==> config.mk <==
export PLATFORM = sky130hd
export DESIGN_NAME = tag_store
export DESIGN_NICKNAME = d
export VERILOG_FILES = /design/src/hdl/tag_cfg_pkg.sv /design/src/hdl/tag_store.sv
export SDC_FILE = /design/constraint.sdc
export NUM_CORES = 1
export LEC_CHECK = 0
export BUFFER_PORTS_ARGS = -buffer_cell sky130_fd_sc_hd__buf_2
export CELL_PAD_IN_SITES_DETAIL_PLACEMENT = 1
export CELL_PAD_IN_SITES_GLOBAL_PLACEMENT = 1
export CORE_MARGIN = 2
export CORE_UTILIZATION = 31
export DETAILED_ROUTE_END_ITERATION = 7
export PLACE_DENSITY_LB_ADDON = 0.15
export SLEW_MARGIN = 5
export SYNTH_ARGS = -nofsm -noshare
export SYNTH_HDL_FRONTEND = slang
export SYNTH_SLANG_ARGS = --single-unit
==> constraint.sdc <==
create_clock -name clk -period 2.3 [get_ports clk]
set_clock_uncertainty 0.05 [all_clocks]
set_input_delay 0.46 -clock clk [delete_from_list [all_inputs] [get_ports clk]]
set_output_delay 0.46 -clock clk [all_outputs]
set_load 0.02 [all_outputs]
==> src/hdl/tag_cfg_pkg.sv <==
// Tag space configuration
package tag_cfg_pkg;

  // Number of requester streams sharing the pool
  localparam int N_TX_PORTS = 2;

  // Requesters may use any 8-bit tag
  localparam int AFU_NUM_TAGS = 256;
  localparam int AFU_TAG_W    = $clog2(AFU_NUM_TAGS);

  // Tags actually issued to the host come from a smaller pool
  localparam int SS_NUM_TAGS = 16;
  localparam int SS_TAG_W    = $clog2(SS_NUM_TAGS);

  // A single port still needs a one-bit index
  localparam int PORT_IDX_W = (N_TX_PORTS > 1) ? $clog2(N_TX_PORTS) : 1;

  // Tag as seen by the requester
  typedef logic [AFU_TAG_W-1:0] afu_tag_t;

  // Tag as seen on the link
  typedef logic [SS_TAG_W-1:0] ss_tag_t;

endpackage

==> src/hdl/tag_store.sv <==
// Original tag map-back memory
module tag_store import tag_cfg_pkg::*; (
  input  logic     clk,
  // Write port, used when a read request is granted a pool tag
  input  logic     we,
  input  ss_tag_t  waddr,
  input  afu_tag_t wdata,
  // Read port, used by the completion path
  input  ss_tag_t  raddr,
  output afu_tag_t rdata
);

  // One entry per pool tag holding the requester's own tag
  afu_tag_t mem [SS_NUM_TAGS];

  // Entry is captured on the same edge that marks the pool tag busy
  always_ff @(posedge clk) begin
    if (we) begin
      mem[waddr] <= wdata;
    end
  end

  // Asynchronous read so the completion header is rewritten in the same cycle
  assign rdata = mem[raddr];

endmodule

==> results.md <==
- Cts hold-fix bufs: 0
- Detailed placement HPWL: between 7000 and 8000 um
- Final Hold Fails: 0
- Crit path max-delay family: multiplexers
- Mapped Nets: roughly 240
- Main area contributors after synthesis: edfxtp_1 77%, mux4_2 8.1%, mux4_1 7.4%
- Slowest CP cell: mux4_1
- Largest reg by FF count: mem
- Post-Layout Cell Count: ~520
- CP startpoint kind: input pin
- Primary FF master, synth: edfxtp_1
- Vias in the first global route: 2706
- First DRT Iteration DRCs: 167
- GRT met2 Usage: 0.233
- Hold crit path type: in2reg
- Worst setup path end: rdata[3]
- Slew @ Worst Pin: 631 ps
- Max-slew violations: 0
- Worst hold slack: 380 ps
- Status: completed
- IO Port Bufs: 25
- Largest net degree at the start of global routing: 21
- RSZ-0062 raised after global routing: true
- Biggest regs: mem (128)
- Post-synth top area cell: edfxtp_1
- Die area: 0.0171 mm2
- Die Y: roughly 130 um
- Max Cap Viol: 0
- PD cells: 877 mW/mm2
- Worst path depth: 7
- Critical Path Sink Type: primary output
- Grt total ovfl: 0
- Slew margin rel.: 0.577
- # rows: 46
- Final nets: 304
- Yosys warnings: 0
- WL/cell: 22.3 um
- Filler Cells Inserted: 1538
- Clock sink count: 128
- CP Data Required Time: between 1500 and 2000 ps
- Drt pass-1 iters: 4
- Multi-input logic area: about 0.0011 mm2
- Via count: 2386
- Met1 usage: 0.204
- Sequential cell area: 0.00384 mm2
- Clock Path Buffers: 2
- Pleak: 2.08 nW
- M3 GR Usage: 0.0314
- Avg Inst Size Synth: 22.6 um2
- Final min period: 2290 ps
- CP peak stage delay: 530 ps
- H-Tree Depth: 4
- Global Route Usage Sum: 0.150
- Number of diodes: 0
- Fraction of layout cells with a size suffix above 1: 0.418
- Overall power: 5.47 mW
- FF+latch count, synth: 128
- Number of buffer and inverter stages on the critical path: 4
- Placed insts: 481
- Post-synth cell types: 18
- First-pass GRT wire length: ~18000 um
- Clock transition at path regs: 60 ps
- Ys async rst share: 0
- Syn Inst Count: ~220
- Tcrit/Tclk final: 0.995
- Total negative slack: 0 ps
- Clock buffer count from CTS: 17
- Core area: 0.0158 mm2
- Fmax: 437 MHz
- EDFF count, synth: around 130
- DRC Markers: 0
- Max reg flops: 128
- Critical-path cell list: buf_12, buf_16, buf_4, mux4_1, a22oi_1, nand2_1, buf_6
- Antenna violations before repair: 0
- TritonCTS clock tree: built
- Vias per inst: 4.63
- Antenna Violating Nets Remaining: 0
- Critical path type: in2out
- Die X: 131 um
- WP data arrival: 1780 ps
- Routed WL: 11500 um
- Worst Path Max Fanout: 6
- Layout Utilization: 0.394
- Root Buffer: clkbuf_16
- Final setup viols: 0
- Initial core utilization: 0.315
- Busiest layer in global routing: met2
- Worst vdd ir: slightly below 0.0005 V
- Syn Std Cell Area: 0.00499 mm2
- Crit path from: raddr[0]
- Synth top area share: 0.771
- Area growth from synthesis to layout: 25.0%
- GPL Wtd Cong: 0.703
- Sequential element share of the synthesized area: 0.771
- IO Pins: 26
-- cell usage after synthesis, types with 2 or more instances --
cell	number
edfxtp_1	128
mux4_2	18
a22oi_1	16
mux4_1	14
nor2_1	13
nand2_1	9
nor3_1	4
buf_2	3
buf_6	3
clkdlybuf4s25_2	3
nand2b_1	2
nand3b_1	2
-- how the worst min path moves through the flow --
| stage | cells after the start | slack, ps | endpoint | startpoint |
|---|---|---|---|---|
| after detailed placement | 1 | 810 | mem[7][6]$_DFFE_PP_ | wdata[6] |
| after floorplan | 0 | 510 | mem[0][0]$_DFFE_PP_ | wdata[0] |
| final | 1 | 380 | mem[6][6]$_DFFE_PP_ | wdata[6] |
| after global routing | 1 | 390 | mem[7][6]$_DFFE_PP_ | wdata[6] |
| after CTS | 1 | 370 | mem[5][6]$_DFFE_PP_ | wdata[6] |
| after global placement | 1 | 800 | mem[6][6]$_DFFE_PP_ | wdata[6] |
-- where the power goes --
| group | total (mW) | switching (mW) | leakage [nW] | internal (mW) |
|---|---|---|---|---|
| Sequential | 2.63 | 0.0101 | 1.16 | 2.62 |
| Clock | 2.50 | 0.938 | 0.274 | 1.56 |
| Combinational | 0.343 | 0.189 | 0.647 | 0.154 |
| Total | 5.47 | 1.14 | 2.08 | 4.33 |
-- cell type report --
cell class | count | area share
flip-flops and latches | 128 | 0.616
repair buffers | 56 | 0.0787
well taps | 216 | 0.0433
clock inverters | 15 | 0.0203
multi-input cells | 83 | 0.173
clock buffers | 17 | 0.0682
-- cells by family after synthesis --
logic type / share of synthesized area
compound gates: 0.0241
buf+inv: 0.0173
flops: 0.771
mux: 0.155
simple gates: 0.0329
-- through the flow --
| step | worst slack, ps | instance area, um2 |
|---|---|---|
| 2_1_floorplan | 201 | 4990 |
| 6_report | 11.4 | 6230 |
| 3_3_place_gp | -241 | 5550 |
| 3_5_place_dp | -254 | 5550 |
| 5_1_grt | -63.9 | 6230 |
| 4_1_cts | -3.95 | 6200 |
-- routing by layer --
metal	up-vias	wire length, um
met3	16	302
met1	1258	5310
met4	0	196
met2	40	5690
met5	-	0
li1	1072	-
-- layout by cell type (no fill, tap or decap) --
cell type and n:
or3b_2 1, buf_2 21, nand3b_1 2, mux4_2 27, a22oi_1 6, buf_6 4, a22oi_2 10, nor3_1 4
buf_4 24, nand2_2 1, buf_12 4, nor2_1 13, clkbuf_16 18, edfxtp_1 128, and2b_1 1, and2_1 1
nand3_1 1, clkinv_2 8, nand2_1 8, clkinvlp_4 2, nor2b_2 1, buf_16 2, mux4_1 5, clkinv_1 3
nand2b_1 2, bufinv_16 2
-- what timing repair did --
item,4_1_cts,5_1_grt
gates cloned,2,1
gates resized for setup,28,6
setup endpoints to repair,8,8
pin swaps,7,4
setup buffers,0,0
Note: power is estimated with default switching activity, not from simulation.
