**src/hdl/tag_cfg_pkg.sv**
```systemverilog
// Tag space configuration
package tag_cfg_pkg;

  // Number of requester streams sharing the pool
  localparam int N_TX_PORTS = 2;

  // Requesters may use any 8-bit tag
  localparam int AFU_NUM_TAGS = 256;
  localparam int AFU_TAG_W    = $clog2(AFU_NUM_TAGS);

  // Tags actually issued to the host come from a smaller pool
  localparam int SS_NUM_TAGS = 16;
  localparam int SS_TAG_W    = $clog2(SS_NUM_TAGS);

  // A single port still needs a one-bit index
  localparam int PORT_IDX_W = (N_TX_PORTS > 1) ? $clog2(N_TX_PORTS) : 1;

  // Tag as seen by the requester
  typedef logic [AFU_TAG_W-1:0] afu_tag_t;

  // Tag as seen on the link
  typedef logic [SS_TAG_W-1:0] ss_tag_t;

endpackage

```
**src/hdl/tag_pool.sv**
```systemverilog
// Shared free tag pool
module tag_pool import tag_cfg_pkg::*; (
  input  logic    clk,
  input  logic    rst_n,
  // Consume alloc_tag this cycle
  input  logic    alloc,
  output logic    alloc_ready,
  output ss_tag_t alloc_tag,
  // Return a tag once its final completion has been seen
  input  logic    free_valid,
  input  ss_tag_t free_tag
);

  // One bit per pool tag, set while a read is outstanding on it
  logic [SS_NUM_TAGS-1:0] busy;

  // At least one tag is still free
  assign alloc_ready = ~&busy;

  // Priority search for the lowest free index
  // Scanning downwards lets the last match win, which is the lowest one
  always_comb begin
    alloc_tag = '0;
    for (int i = SS_NUM_TAGS - 1; i >= 0; i--) begin
      if (!busy[i]) begin
        alloc_tag = ss_tag_t'(i);
      end
    end
  end

  // Busy bits change at the clock edge, so a new tag is busy from the next cycle
  always_ff @(posedge clk) begin
    if (!rst_n) begin
      // All tags start out free
      busy <= '0;
    end else begin
      // The freed tag is always busy, so it never matches the tag being handed out
      if (free_valid) begin
        busy[free_tag] <= 1'b0;
      end
      if (alloc) begin
        busy[alloc_tag] <= 1'b1;
      end
    end
  end

endmodule

```
**config.mk**
```make
export PLATFORM = sky130hd
export DESIGN_NAME = tag_pool
export DESIGN_NICKNAME = d
export VERILOG_FILES = /design/src/hdl/tag_cfg_pkg.sv /design/src/hdl/tag_pool.sv
export SDC_FILE = /design/constraint.sdc
export NUM_CORES = 1
export LEC_CHECK = 0
export ABC_AREA = 1
export CORE_MARGIN = 2
export CORE_UTILIZATION = 40
export CTS_CLUSTER_SIZE = 30
export DETAILED_ROUTE_END_ITERATION = 12
export DONT_BUFFER_PORTS = 1
export SETUP_SLACK_MARGIN = 0.3
export SLEW_MARGIN = 20
export SYNTH_ARGS = -nofsm -noshare
export SYNTH_HDL_FRONTEND = slang
export SYNTH_SLANG_ARGS = --single-unit
```
**constraint.sdc**
```tcl
create_clock -name clk -period 2 [get_ports clk]
set_input_delay 0.2 -clock clk [delete_from_list [all_inputs] [get_ports clk]]
set_output_delay 0.2 -clock clk [all_outputs]
set_load 0.02 [all_outputs]
```
==> flow_summary.toml <==
[timing]
setup_tns_ns = 0
fin_skew_ns = 0.01418
worst_slew_pin_slew_ns = 0.5794
finalCritPeriodShare = 0.8809
holdWs_ns = 0.2215
hold_viol = 0
setup_violations = 0
min_period_ns = 1.762
max_freq_mhz = 567.6
slew_viol_final = 0
slew-limit-headroom = 0.6133
rsz0062_at_grt = "yes"

[power_and_ir_drop]
switching_share = 0.2549
seqPwrFrac = 0.531
power.internal_mw = 0.4576
ir_worst_vdd_mv = 0.4070
power_density_nw_per_um2 = 571.4
p_leak_nw = 0.3477
p_comb_frac = 0.119
clockPowerShare = 0.350
p_switching_mw = 0.1565

[logic_synthesis]
synth.distinct_cells = 18
synthCells = 128
synth_top_area_share = 0.3636
ys_ff_latch = 16
synthTopCellsByArea = "dfxtp_1, nand2_1, nand3_1"
syn_avg_cell_area_um2 = 6.882
yosysWarnings = 0
synth_nets = 136
ys_seq_area_frac = 0.3636
syn_area_um2 = 880.8
yosysTopAreaCell = "dfxtp_1"

[route]
wire_per_inst_um = 14.12
drc_errors = 0
totalWireLength_um = 2344
first_pass_iters = 4
num_vias = 917
via_per_inst = 5.524
drt_iter0_drc = 18
antenna_left = 0

[floorplanning]
rows = 16
io-pin-count = 13
die_h_um = 50.93
die_w_um = 50.93
die_area_um2 = 2593
core_area_um2 = 2022
start_util = 0.4356

[min_path]
hold_class = "in2reg"
hp-start = "alloc"

[global_route]
grt_remaining_overflow = 0
grt_max_degree = 17
track_usage = 0.1887
antenna_found_initial = 0
first_global_vias = 785
grt_pass1_wl_um = 3594

[placement]
dpl-instance-area_um2 = 933.4
gp_congestion = 0.8686
dp_hpwl_um = 1681
place_inst = 157
port_buffers = 0

[setup_path]
reg2reg_to = "busy[14]"
r2r-start = "busy[15]"
cp-startpoint = "busy[15]"
crit_type = "reg2out"
crit_end = "alloc_tag[1]"
path_max_fanout = 5
reg2reg_depth = 19
cp.arrival_ns = 1.56
worst_ep_required_time_ns = 1.80
reg2reg_slack_ns = 0.30
end_kind = "output port"
cp-start-kind = "flip-flop"

[clock_network]
cts_buffer_depth = 2
cts_tree = "built"
ctsRootBufferMaster = "clkbuf_4"
path_clk_slew_ns = 0.10
numCtsBuffers = 3
htreeDepth = 1
insertion_delay_ns = 0.30
cts.sinks = 16

[final_layout]
final_common_cell = "nand2_1"
layout-drive-gt1-share = 0.2950
final_cell_mix = "nand2_1, o21ai_0, nand3_1"
syn_to_final_growth_pct = 22.02
top_regs = "busy x16"
largest_reg_flops = 16
final_cells = 166
largest_register = "busy"
fin_nets = 148
n_antenna_cell = 0
fill_cells = 206
final_area_um2 = 1075

[run_status]
status = "finished clean"

[flow_run]
cap_violations = 0
## through the flow
step | util | setup WS (ns) | total power, mW
after floorplan | - | 0.4112 | 0.3748
after global placement | 0.4616 | 0.3719 | 0.3865
after detailed placement | 0.4616 | 0.3604 | 0.3870
after CTS | 0.4969 | 0.2379 | 0.6049
after global routing | 0.5316 | 0.1069 | 0.6414
final | 0.5316 | 0.2383 | 0.6141
## critical path: stages (launching register included)
cell and delay, ns:
dfxtp_2 0.34, buf_4 0.13, nand2_1 0.05, nand3_1 0.06, nand3_1 0.07, nand3_1 0.09, nand3_1 0.09, nand2_1 0.07
a31oi_2 0.19, buf_6 0.18
## area by class of cell
class,count,area [um^2],share of cell area
Tap cell,27,33.78,0.03143
Clock buffer,4,36.28,0.03376
Inverter,13,51.30,0.04773
Multi-Input combinational cell,97,554.3,0.5157
Sequential cell,16,324.1,0.3015
Timing Repair Buffer,9,75.07,0.06985
## cell usage after synthesis
master / instances
a31oi_2: 1
nand2_4: 2
clkbuf_1: 1
nor2_2: 2
nand3_1: 17
nor2_1: 4
a21oi_2: 3
dfxtp_1: 16
nand2_1: 28
inv_2: 3
inv_1: 10
a21oi_1: 14
buf_4: 1
nand4_1: 7
nor2_4: 1
nor3_2: 1
o21ai_0: 16
nand2_2: 1
## layer usage
| layer | track usage | wire length [um] | vias up | part of all wire |
|---|---|---|---|---|
| met4 | 0.06757 | 34 | 0 | 0.015 |
| met3 | 0.06140 | 116 | 6 | 0.049 |
| li1 | - | - | 462 | - |
| met5 | 0 | 0 | - | 0 |
| met2 | 0.3030 | 1152 | 24 | 0.49 |
| met1 | 0.2343 | 1041 | 425 | 0.44 |
## worst min-delay path by stage
stage                     slack [ns]  cells after the start  endpoint
after global placement          0.49                      2   busy[5]
after detailed placement        0.49                      2   busy[5]
after global routing            0.24                      4  busy[10]
after floorplan                 0.41                      2  busy[14]
final                           0.22                      4  busy[10]
after CTS                       0.21                      4  busy[14]
## power groups by stage
stage	clock, mW	sequential (mW)	combinational, mW
6_report	0.215	0.326	0.0729
5_1_grt	0.237	0.326	0.0781
4_1_cts	0.219	0.326	0.0597
3_5_place_dp	0	0.333	0.0537
3_3_place_gp	0	0.333	0.0535
2_1_floorplan	0	0.332	0.0428
## cell families after synthesis
| logic type | after synthesis | synth area share |
|---|---|---|
| and+or+nand+nor | 63 | 0.3537 |
| buffers and inverters | 15 | 0.06818 |
| DFF | 16 | 0.3636 |
| AOI/OAI and AO/OA | 34 | 0.2145 |
## repair_timing
action / CTS / global route
setup buffers: 4 / 1
setup endpoints to repair: 1 / 18
resized for setup: 3 / 17
hold buffers: 0 / 0
hold endpoints to repair: 0 / 0
pin swaps: 1 / 4
Note: power is estimated with default switching activity, not from simulation.
