[src/hdl/pcie_hdr_pkg.sv]
// Simplified TLP header layout
package pcie_hdr_pkg;

  // Every stream moves one 64-bit flit per transfer
  localparam int FLIT_W = 64;

  // The fmt_type byte sits at the top of the first flit
  localparam int FMT_W   = 8;
  localparam int FMT_LSB = 56;

  // Tag field is wide enough for 10-bit tags even though only 8 are used
  localparam int TAG_LSB     = 40;
  localparam int TAG_FIELD_W = 10;

  // Final-completion flag in a completion header
  localparam int FC_BIT = 39;

  // Memory read requests, 32-bit and 64-bit address forms
  localparam logic [FMT_W-1:0] FMT_MRD32 = 8'h00;
  localparam logic [FMT_W-1:0] FMT_MRD64 = 8'h20;
  // Completion with data
  localparam logic [FMT_W-1:0] FMT_CPLD  = 8'h4A;

  typedef logic [FLIT_W-1:0] flit_t;

endpackage

[src/hdl/tag_cfg_pkg.sv]
// Tag space configuration
package tag_cfg_pkg;

  // Number of requester streams sharing the pool
  localparam int N_TX_PORTS = 2;

  // Requesters may use any 8-bit tag
  localparam int AFU_NUM_TAGS = 256;
  localparam int AFU_TAG_W    = $clog2(AFU_NUM_TAGS);

  // Tags actually issued to the host come from a smaller pool
  localparam int SS_NUM_TAGS = 16;
  localparam int SS_TAG_W    = $clog2(SS_NUM_TAGS);

  // A single port still needs a one-bit index
  localparam int PORT_IDX_W = (N_TX_PORTS > 1) ? $clog2(N_TX_PORTS) : 1;

  // Tag as seen by the requester
  typedef logic [AFU_TAG_W-1:0] afu_tag_t;

  // Tag as seen on the link
  typedef logic [SS_TAG_W-1:0] ss_tag_t;

endpackage

[src/hdl/tx_read_remap.sv]
// Per-port read tag substitution
module tx_read_remap import pcie_hdr_pkg::*, tag_cfg_pkg::*; (
  input  logic     clk,
  input  logic     rst_n,
  // Stream from the requester
  input  logic     tx_in_valid,
  input  flit_t    tx_in_data,
  input  logic     tx_in_last,
  output logic     tx_in_ready,
  // Stream towards the host
  output logic     tx_out_valid,
  output flit_t    tx_out_data,
  output logic     tx_out_last,
  input  logic     tx_out_ready,
  // Handshake with the arbiter and the pool
  output logic     read_req,
  input  logic     grant,
  input  ss_tag_t  alloc_tag,
  output afu_tag_t orig_tag
);

  // High while the next flit is the first flit of a packet
  logic             sop;
  logic [FMT_W-1:0] fmt;
  // A memory read header is waiting at the input
  logic             is_read;

  assign fmt     = tx_in_data[FMT_LSB +: FMT_W];
  assign is_read = sop & tx_in_valid & ((fmt == FMT_MRD32) | (fmt == FMT_MRD64));

  // Only ask for a tag when the flit could leave in this cycle
  // This way a stalled read never ties up a pool tag
  assign read_req = is_read & tx_out_ready;

  // Read starts wait for a grant, everything else flows straight through
  assign tx_out_valid = is_read ? (tx_in_valid & grant) : tx_in_valid;
  assign tx_in_ready  = is_read ? (tx_out_ready & grant) : tx_out_ready;
  assign tx_out_last  = tx_in_last;

  // Requester tag to be saved in the map-back memory
  assign orig_tag = tx_in_data[TAG_LSB +: AFU_TAG_W];

  // Replace the tag field of a read header with the zero-extended pool tag
  always_comb begin
    tx_out_data = tx_in_data;
    if (is_read) begin
      tx_out_data[TAG_LSB +: TAG_FIELD_W] = {{(TAG_FIELD_W - SS_TAG_W){1'b0}}, alloc_tag};
    end
  end

  // Next start of packet follows the last flit of the current one
  always_ff @(posedge clk) begin
    if (!rst_n) begin
      sop <= 1'b1;
    end else if (tx_in_valid && tx_in_ready) begin
      sop <= tx_in_last;
    end
  end

endmodule

[config.mk]
export PLATFORM = sky130hd
export DESIGN_NAME = tx_read_remap
export DESIGN_NICKNAME = d
export VERILOG_FILES = /design/src/hdl/pcie_hdr_pkg.sv /design/src/hdl/tag_cfg_pkg.sv /design/src/hdl/tx_read_remap.sv
export SDC_FILE = /design/constraint.sdc
export NUM_CORES = 1
export LEC_CHECK = 0
export BUFFER_PORTS_ARGS = -buffer_cell sky130_fd_sc_hd__buf_2
export CORE_MARGIN = 8
export CORE_UTILIZATION = 24
export DETAILED_ROUTE_END_ITERATION = 7
export HOLD_SLACK_MARGIN = 0.05
export PLACE_DENSITY = 0.82
export SLEW_MARGIN = 20
export SYNTH_ARGS = -nofsm -noshare
export SYNTH_HDL_FRONTEND = slang
export SYNTH_SLANG_ARGS = --single-unit
[constraint.sdc]
create_clock -name clk -period 4 [get_ports clk]
set_input_delay 1.2 -clock clk [delete_from_list [all_inputs] [get_ports clk]]
set_output_delay 1.2 -clock clk [all_outputs]
set_load 0.01 [all_outputs]
==> reports/results.ini <==
[status]
status = complete, no violations

[finish]
diodes = 0
ff_latch_area_um2 = 20.0
reg.largest.list = sop (1)
largest_register_ffs = 1
regMostFlops = sop
area_growth_syn_to_layout_pct = -23.2
fin_cells = 111
multi_input_area_um2 = 185
nFillCells = 306
final_layout_size_suffix_gt1_share_pct = 78.8
fin_nets = 156
post-route-util_pct = 19.3

[timing]
fin_skew_ns = 0
min_period_ns = 3.96
final_hold_viol_count = 0
worstMarginPinSlew_ns = 0.481
relSlewSlack_pct = 67.5
setup_tns_ns = 0
period_share_pct = 98.9
rsz0062_at_grt = false
max_freq_mhz = 253
drv_slew = 0
setup_viol = 0

[setup_path]
rrSetupSlack_ns = 2.43
cp-startpoint = tx_in_data[59]
critPathArrivalTime_ns = 2.76
r2r.worst_path.cells = 3
critical_path_required_ns = 2.80
crit_fanout = 6
timing.rr.start = sop$_SDFFE_PN1P_
endpoint = tx_out_data[42]
critPathLaunchType = primary input
worstSetupEndpointType = output pin
reg2reg_to = sop$_SDFFE_PN1P_
worstSetupPathType = in2out

[yosys]
yosys.area_share.adder_pct = 0
yosys_warnings = 0
synthFlopType = dfxtp_1
ys_seq_elements = 1
synth_top_family_by_area = buffers and inverters
synthMuxAreaShare_pct = 9.12
netlist_instances = 88
ys_async_sr_fraction_pct = 0
synth_area_um2 = 686
ys_top_cells_by_area = buf_4, and2_1, mux2_4, mux2_2, dfxtp_1
synth-edff-count = 0
synth_top_area_share_pct = 69.0
synth_compound_area_share_pct = 2.37
avgSynthCellArea_um2 = 7.79
yosys.area_share.simple_pct = 13.9
synth.distinct_cells = 16
yosysTopAreaCell = buf_4
synthMostInstantiatedCell = buf_4
synth_xor_area_share_pct = 0
synth_common_cells = buf_4, and2_1
synth_nets = 162
ys_seq_area_share_pct = 2.92

[drt]
first_iter_violations = 6
wirelength_um = 1860
viasPerCell = 4.05
final_antenna_net_count = 0
drc = 0
wl_per_cell_um = 16.8
first_pass_iters = 4
vias = 450

[cts]
worstSkewPairLatency_ns = 0
postCtsHoldBufs = 0
postCtsSetupRepairBufs = 0
clk_pin_slew_worst_paths_ns = 0
ctsResizeCount = 0

[global_routing]
grt_max_degree = 13
grt_pass1_wl_um = 2560
grt_usage_pct = 6.14
antenna_found_initial = 0
grt_pass1_vias = 472
grt_overflow = 0

[power_and_ir_drop]
ir_worst_vdd_uv = 55.3
clockPowerShare_pct = 0
p_int_w = 0.0000358
comb_power_share_pct = 81.1
p_seq_share_pct = 18.9
p_leak_nw = 0.307
switching_share_pct = 38.7
switching_power_w = 0.0000226
powerDensity_nw_per_um2 = 111

[floorplanning]
die_h_um = 69.5
start_util_pct = 25.1
die_w_um = 69.5
coreArea_um2 = 2730
ioPinCount = 150
die_area_um2 = 4820
rows = 19

[placement]
dp.cells = 110
place_congestion = 0.650
port_buffers = 55

[flow_run]
maxCapViolCount = 0

[worst_hold_path]
hold_path.class = reg2reg

-- cells in the final DEF, fill, tap and decap left out --
cell type and instances:
or4b_4 1, nor2b_1 2, inv_1 2, nor2_1 2, o311ai_0 1, o21a_1 1
buf_2 55, mux2i_1 1, and2_1 6, mux2_4 2, nor3_1 1, dfxtp_1 1
mux2_2 2, or4_4 1, or3_2 1, or3_4 1
-- power groups by stage --
stage	logic (W)	clock network [W]	registers, W
finish	0.0000473	0	0.0000110
global route	0.0000517	0	0.0000112
CTS	0.0000476	0	0.0000111
detailed placement	0.0000475	0	0.0000111
global placement	0.0000467	0	0.0000111
floorplan	0.0000774	0	0.0000109
-- per-stage QoR --
step | setup WS (ns) | total power [W] | instance area, um2 | hold WS, ns
after floorplan | 0.240 | 0.0000883 | 686 | 0.477
after global placement | 0.0326 | 0.0000578 | 515 | 0.533
after detailed placement | 0.0191 | 0.0000586 | 515 | 0.539
after CTS | 0.0194 | 0.0000587 | 515 | 0.539
after global routing | 0.000280 | 0.0000629 | 527 | 0.576
final | 0.0429 | 0.0000584 | 527 | 0.530
-- routing by layer --
metal	track usage [%]	wire [um]	share of wire [%]
met1	4.06	541	29
met3	5.87	347	19
met4	3.64	92	4.9
met5	0	0	0
met2	10.7	882	47
-- cell families after synthesis --
group	Yosys count
AOI/OAI and AO/OA	2
DFF	1
buffers and inverters	66
muxes	5
and+or+nand+nor	14
-- cell type report --
class / count / area share (%)
Timing Repair Buffer: 55 / 52.3
Multi-Input combinational cell: 22 / 35.2
Tap cell: 31 / 7.36
Sequential cell: 1 / 3.80
Inverter: 2 / 1.43
-- worst max-delay path: stages --
cell	delay, ns
buf_2	0.10
or4b_4	0.56
or3_4	0.45
mux2_4	0.31
buf_2	0.14
-- how the worst min path moves through the flow --
stage	startpoint	end	slack, ns	cells past startpoint
after floorplan	sop$_SDFFE_PN1P_	sop$_SDFFE_PN1P_	0.48	2
after global placement	sop$_SDFFE_PN1P_	sop$_SDFFE_PN1P_	0.53	2
after detailed placement	sop$_SDFFE_PN1P_	sop$_SDFFE_PN1P_	0.54	2
after CTS	sop$_SDFFE_PN1P_	sop$_SDFFE_PN1P_	0.54	2
after global routing	sop$_SDFFE_PN1P_	sop$_SDFFE_PN1P_	0.58	2
final	sop$_SDFFE_PN1P_	sop$_SDFFE_PN1P_	0.53	2
Power figures use the tool's default switching activity.
