### src/hdl/pcie_hdr_pkg.sv
// Simplified TLP header layout
package pcie_hdr_pkg;

  // Every stream moves one 64-bit flit per transfer
  localparam int FLIT_W = 64;

  // The fmt_type byte sits at the top of the first flit
  localparam int FMT_W   = 8;
  localparam int FMT_LSB = 56;

  // Tag field is wide enough for 10-bit tags even though only 8 are used
  localparam int TAG_LSB     = 40;
  localparam int TAG_FIELD_W = 10;

  // Final-completion flag in a completion header
  localparam int FC_BIT = 39;

  // Memory read requests, 32-bit and 64-bit address forms
  localparam logic [FMT_W-1:0] FMT_MRD32 = 8'h00;
  localparam logic [FMT_W-1:0] FMT_MRD64 = 8'h20;
  // Completion with data
  localparam logic [FMT_W-1:0] FMT_CPLD  = 8'h4A;

  typedef logic [FLIT_W-1:0] flit_t;

endpackage

### src/hdl/tag_cfg_pkg.sv
// Tag space configuration
package tag_cfg_pkg;

  // Number of requester streams sharing the pool
  localparam int N_TX_PORTS = 2;

  // Requesters may use any 8-bit tag
  localparam int AFU_NUM_TAGS = 256;
  localparam int AFU_TAG_W    = $clog2(AFU_NUM_TAGS);

  // Tags actually issued to the host come from a smaller pool
  localparam int SS_NUM_TAGS = 16;
  localparam int SS_TAG_W    = $clog2(SS_NUM_TAGS);

  // A single port still needs a one-bit index
  localparam int PORT_IDX_W = (N_TX_PORTS > 1) ? $clog2(N_TX_PORTS) : 1;

  // Tag as seen by the requester
  typedef logic [AFU_TAG_W-1:0] afu_tag_t;

  // Tag as seen on the link
  typedef logic [SS_TAG_W-1:0] ss_tag_t;

endpackage

### src/hdl/rx_cpl_restore.sv
// Completion tag restore
module rx_cpl_restore import pcie_hdr_pkg::*, tag_cfg_pkg::*; (
  input  logic     clk,
  input  logic     rst_n,
  // Stream from the host
  input  logic     rx_in_valid,
  input  flit_t    rx_in_data,
  input  logic     rx_in_last,
  output logic     rx_in_ready,
  // Stream towards the requesters
  output logic     rx_out_valid,
  output flit_t    rx_out_data,
  output logic     rx_out_last,
  input  logic     rx_out_ready,
  // Lookup into the map-back memory
  output ss_tag_t  lookup_tag,
  input  afu_tag_t orig_tag,
  // Release of a pool tag, one cycle after the final completion
  output logic     free_valid,
  output ss_tag_t  free_tag
);

  // High while the next flit starts a packet
  logic             sop;
  logic [FMT_W-1:0] fmt;
  // First flit of a completion with data is at the input
  logic             is_cpl;

  assign fmt    = rx_in_data[FMT_LSB +: FMT_W];
  assign is_cpl = sop & rx_in_valid & (fmt == FMT_CPLD);

  // Pool tags only occupy the low bits of the tag field
  assign lookup_tag = rx_in_data[TAG_LSB +: SS_TAG_W];

  // The receive path never stalls on its own
  assign rx_in_ready  = rx_out_ready;
  assign rx_out_valid = rx_in_valid;
  assign rx_out_last  = rx_in_last;

  // Put the requester's tag back into the completion header
  always_comb begin
    rx_out_data = rx_in_data;
    if (is_cpl) begin
      rx_out_data[TAG_LSB +: TAG_FIELD_W] = {{(TAG_FIELD_W - AFU_TAG_W){1'b0}}, orig_tag};
    end
  end

  // A split completion keeps its tag until the final piece has gone through
  always_ff @(posedge clk) begin
    if (!rst_n) begin
      free_valid <= 1'b0;
    end else begin
      free_valid <= is_cpl & rx_out_ready & rx_in_data[FC_BIT];
    end
  end

  // Tag to release, only looked at while free_valid is high
  always_ff @(posedge clk) begin
    free_tag <= lookup_tag;
  end

  // Start of packet follows each transferred last flit
  always_ff @(posedge clk) begin
    if (!rst_n) begin
      sop <= 1'b1;
    end else if (rx_in_valid && rx_in_ready) begin
      sop <= rx_in_last;
    end
  end

endmodule

### config.mk
export PLATFORM = sky130hd
export DESIGN_NAME = rx_cpl_restore
export DESIGN_NICKNAME = d
export VERILOG_FILES = /design/src/hdl/pcie_hdr_pkg.sv /design/src/hdl/tag_cfg_pkg.sv /design/src/hdl/rx_cpl_restore.sv
export SDC_FILE = /design/constraint.sdc
export NUM_CORES = 1
export LEC_CHECK = 0
export ABC_AREA = 1
export BUFFER_PORTS_ARGS = -buffer_cell sky130_fd_sc_hd__buf_2
export CORE_UTILIZATION = 26
export CTS_BUF_LIST = sky130_fd_sc_hd__clkbuf_4 sky130_fd_sc_hd__clkbuf_8 sky130_fd_sc_hd__clkbuf_16
export CTS_CLUSTER_SIZE = 12
export DETAILED_ROUTE_END_ITERATION = 8
export HOLD_SLACK_MARGIN = 0.08
export PLACE_DENSITY = 0.8
export SETUP_SLACK_MARGIN = 0.02
export SLEW_MARGIN = 20
export SYNTH_ARGS = -nofsm -noshare
export SYNTH_HDL_FRONTEND = slang
export SYNTH_SLANG_ARGS = --single-unit
### constraint.sdc
create_clock -name clk -period 1.2 [get_ports clk]
set_input_delay 0.06 -clock clk [delete_from_list [all_inputs] [get_ports clk]]
set_output_delay 0.06 -clock clk [all_outputs]
set_load 0.005 [all_outputs]
==> results.py <==
metrics = {
    "run_status": {
        "status": "finished with violations",
        "violations": "setup timing",
    },
    "power": {
        "total_power_w": 0.0006055,
        "pwr-share-clk_pct": 31.0,
        "vdd_drop_max_uv": 157.3,
        "p_seq_share_pct": 35.2,
        "leakage_nw": 0.5359,
        "p_sw_w": 0.0001698,
        "internal_power_w": 0.0004357,
        "comb_power_share_pct": 33.8,
        "powerDensity_nw_per_um2": 689.4,
        "netSwitchingFraction_pct": 28.04,
    },
    "sta": {
        "drv_slew": 0,
        "tightest_slew_ps": 175.5,
        "fmax_ghz": 0.7852,
        "relSlewSlack_pct": 88.28,
        "final.period_utilization_pct": 106.1,
        "final.setup.worst_slack_ps": -73.48,
        "setup_viol": 10,
        "rsz0062_at_grt": "true",
        "skew_ps": 0.01746,
        "hold_viol_final": 0,
        "period_needed_ps": 1273,
    },
    "clocking": {
        "cts_sinks": 6,
        "cts_root_buf": "clkbuf_4",
        "cts_buffers": 3,
        "cts_tree": "done",
        "clk_pin_slew_ps": 50,
        "clk_latency_ps": 250,
        "clockBufferDepth": 2,
        "cts.htree.levels": 1,
    },
    "setup_path": {
        "path_class": "flip-flop to output port",
        "crit_family": "simple AND/OR/NAND/NOR gates",
        "path_cells": "inv_2 -> nor2_4 -> buf_6 -> nand4_1 -> nand2_1 -> buf_2",
        "required_ps": 1140,
        "worstPathArrival_ps": 1210,
        "end_kind": "output port",
        "crit_cells": 6,
        "cpMaxStageDelayCell": "dfxtp_2",
        "r2r_cells": 5,
        "crit_fanout": 5,
        "critPathLaunchType": "flip-flop",
        "crit_path_max_incr_delay_ps": 330,
        "path_buf_inv": 3,
    },
    "place": {
        "place_congestion": 0.6302,
        "place_area_um2": 758.2,
        "numPortBuffers": 62,
        "dp_hpwl_um": 1383,
    },
    "final_layout": {
        "fill_cells": 346,
        "antenna_cells": 0,
        "area_growth_pct": 4.154,
        "drive_gt1_share_pct": 61.54,
        "fin_area_um2": 878.3,
        "finalNetCount": 209,
    },
    "global_route": {
        "grt_pass1_wl_um": 2594,
        "grt_pass1_vias": 609,
        "antenna_found_initial": 0,
        "grt_max_degree": 11,
        "overflow": 0,
        "grt.total_usage_pct": 10.32,
    },
    "detailed_routing": {
        "vias": 696,
        "detail_route.wl_per_cell_um": 10.88,
        "drt-pass1-iter-count": 4,
        "drtIter0Drc": 25,
        "detail_route.wirelength_um": 1893,
        "antenna_left": 0,
        "via_per_inst": 4.000,
        "drcViolationCount": 0,
    },
    "logic_synthesis": {
        "yosys_warnings": 0,
        "ys_ff_latch": 6,
        "synth_area_leaders": "buf_4 54%, dfxtp_1 14%, nand2_1 8.9%",
        "synth_top_area_share_pct": 54.30,
        "yosys.area.top_type": "buf_4",
        "synth.distinct_cells": 13,
        "netlist_area_um2": 843.3,
        "synth.net_count": 192,
        "ys_seq_area_share_pct": 14.24,
        "synth_cells": 115,
        "synth.avg_cell_area_um2": 7.333,
    },
    "floorplanning": {
        "die_w_um": 58.95,
        "dieArea_um2": 3475,
        "ios": 153,
        "die_y_um": 58.95,
        "core_um2": 3053,
        "start_util_pct": 27.62,
        "rows": 20,
    },
    "hold_path": {
        "holdPathStages": 3,
        "hold_path_class": "input port to flip-flop",
    },
    "job": {
        "drv_cap": 0,
    },
}
-- timing repair --
| item | CTS | global route |
|---|---|---|
| hold buffers | 7 | 0 |
| resized for setup | 3 | 0 |
| pin swaps | 1 | 0 |
| setup endpoints to repair | 10 | 10 |
| hold endpoints to repair | 6 | 0 |
| buffers inserted | 3 | 0 |
-- worst register-to-register path, cell delays in order, from the launching register on --
cell	delay, ps
dfxtp_2	330
inv_2	40
nor2_4	160
nand3_4	160
buf_4	180
nor2_2	60
-- logic make-up (layout without fill, tap and decap cells) --
family	after synthesis	in the layout	share of synthesized area (%)
buffers and inverters	69	84	57.86
AND/OR/NAND/NOR	40	40	27.89
flip-flops	6	6	14.24
-- power groups by stage --
stage               Combinational (W)  Clock, W  Sequential [W]
CTS                          0.000205  0.000191        0.000213
detailed placement           0.000178         0        0.000216
floorplan                    0.000218         0        0.000217
global route                 0.000226  0.000213        0.000213
finish                       0.000205  0.000188        0.000213
global placement             0.000176         0        0.000215
-- state kept, by name, indices dropped and copies added (netlist names) --
signal      flops
sop             1
free_tag        4
free_valid      1
-- final timing paths --
path                                   start              end  slack, ps
worst max-delay path                     sop  rx_out_data[42]        -70
worst min-delay path            rx_out_ready       free_valid         90
worst max register to register           sop       free_valid        210
worst min register to register           sop              sop        470
-- through the flow --
step / TNS [ps] / setup slack, ps / utilization [%] / std cells / hold WS (ps)
global placement: 0 / 192.0 / 24.84 / 161 / 120.0
CTS: -507.8 / -61.96 / 28.77 / 174 / 83.34
floorplan: 0 / 332.5 / - / 115 / 87.72
finish: -509.0 / -73.48 / 28.77 / 174 / 91.92
detailed placement: 0 / 157.9 / 24.84 / 161 / 120.0
global route: -1344 / -153.3 / 28.77 / 174 / 92.63
-- final cells by class --
type	instances	area, um2	share of cell area, %
Clock buffer	3	22.52	2.564
Inverter	8	30.03	3.419
Multi-Input combinational cell	40	235.2	26.78
Sequential cell	6	121.4	13.82
Tap cell	44	55.05	6.268
Timing Repair Buffer	73	414.1	47.15
-- cell usage after synthesis, drive strengths merged --
library cell	n
buf	61
dfxtp	6
inv	8
nand2	22
nand3	4
nand4	8
nor2	6
-- cell usage in the layout, fill, tap and decap left out, drive strengths merged --
master,synthesis,final
buf,61,66
nand2,22,22
nand4,8,8
inv,8,8
dlygate4sd3,0,7
dfxtp,6,6
nor2,6,6
nand3,4,4
clkbuf,0,3
-- per-layer routing --
| layer | global-route usage, % | wire length [um] | vias to the layer above |
|---|---|---|---|
| met5 | 0 | 0 | - |
| met4 | 10.88 | 81 | 0 |
| met3 | 3.736 | 258 | 16 |
| met2 | 19.32 | 991 | 62 |
| met1 | 7.580 | 561 | 289 |
| li1 | - | - | 329 |
Power figures use the tool's default switching activity.
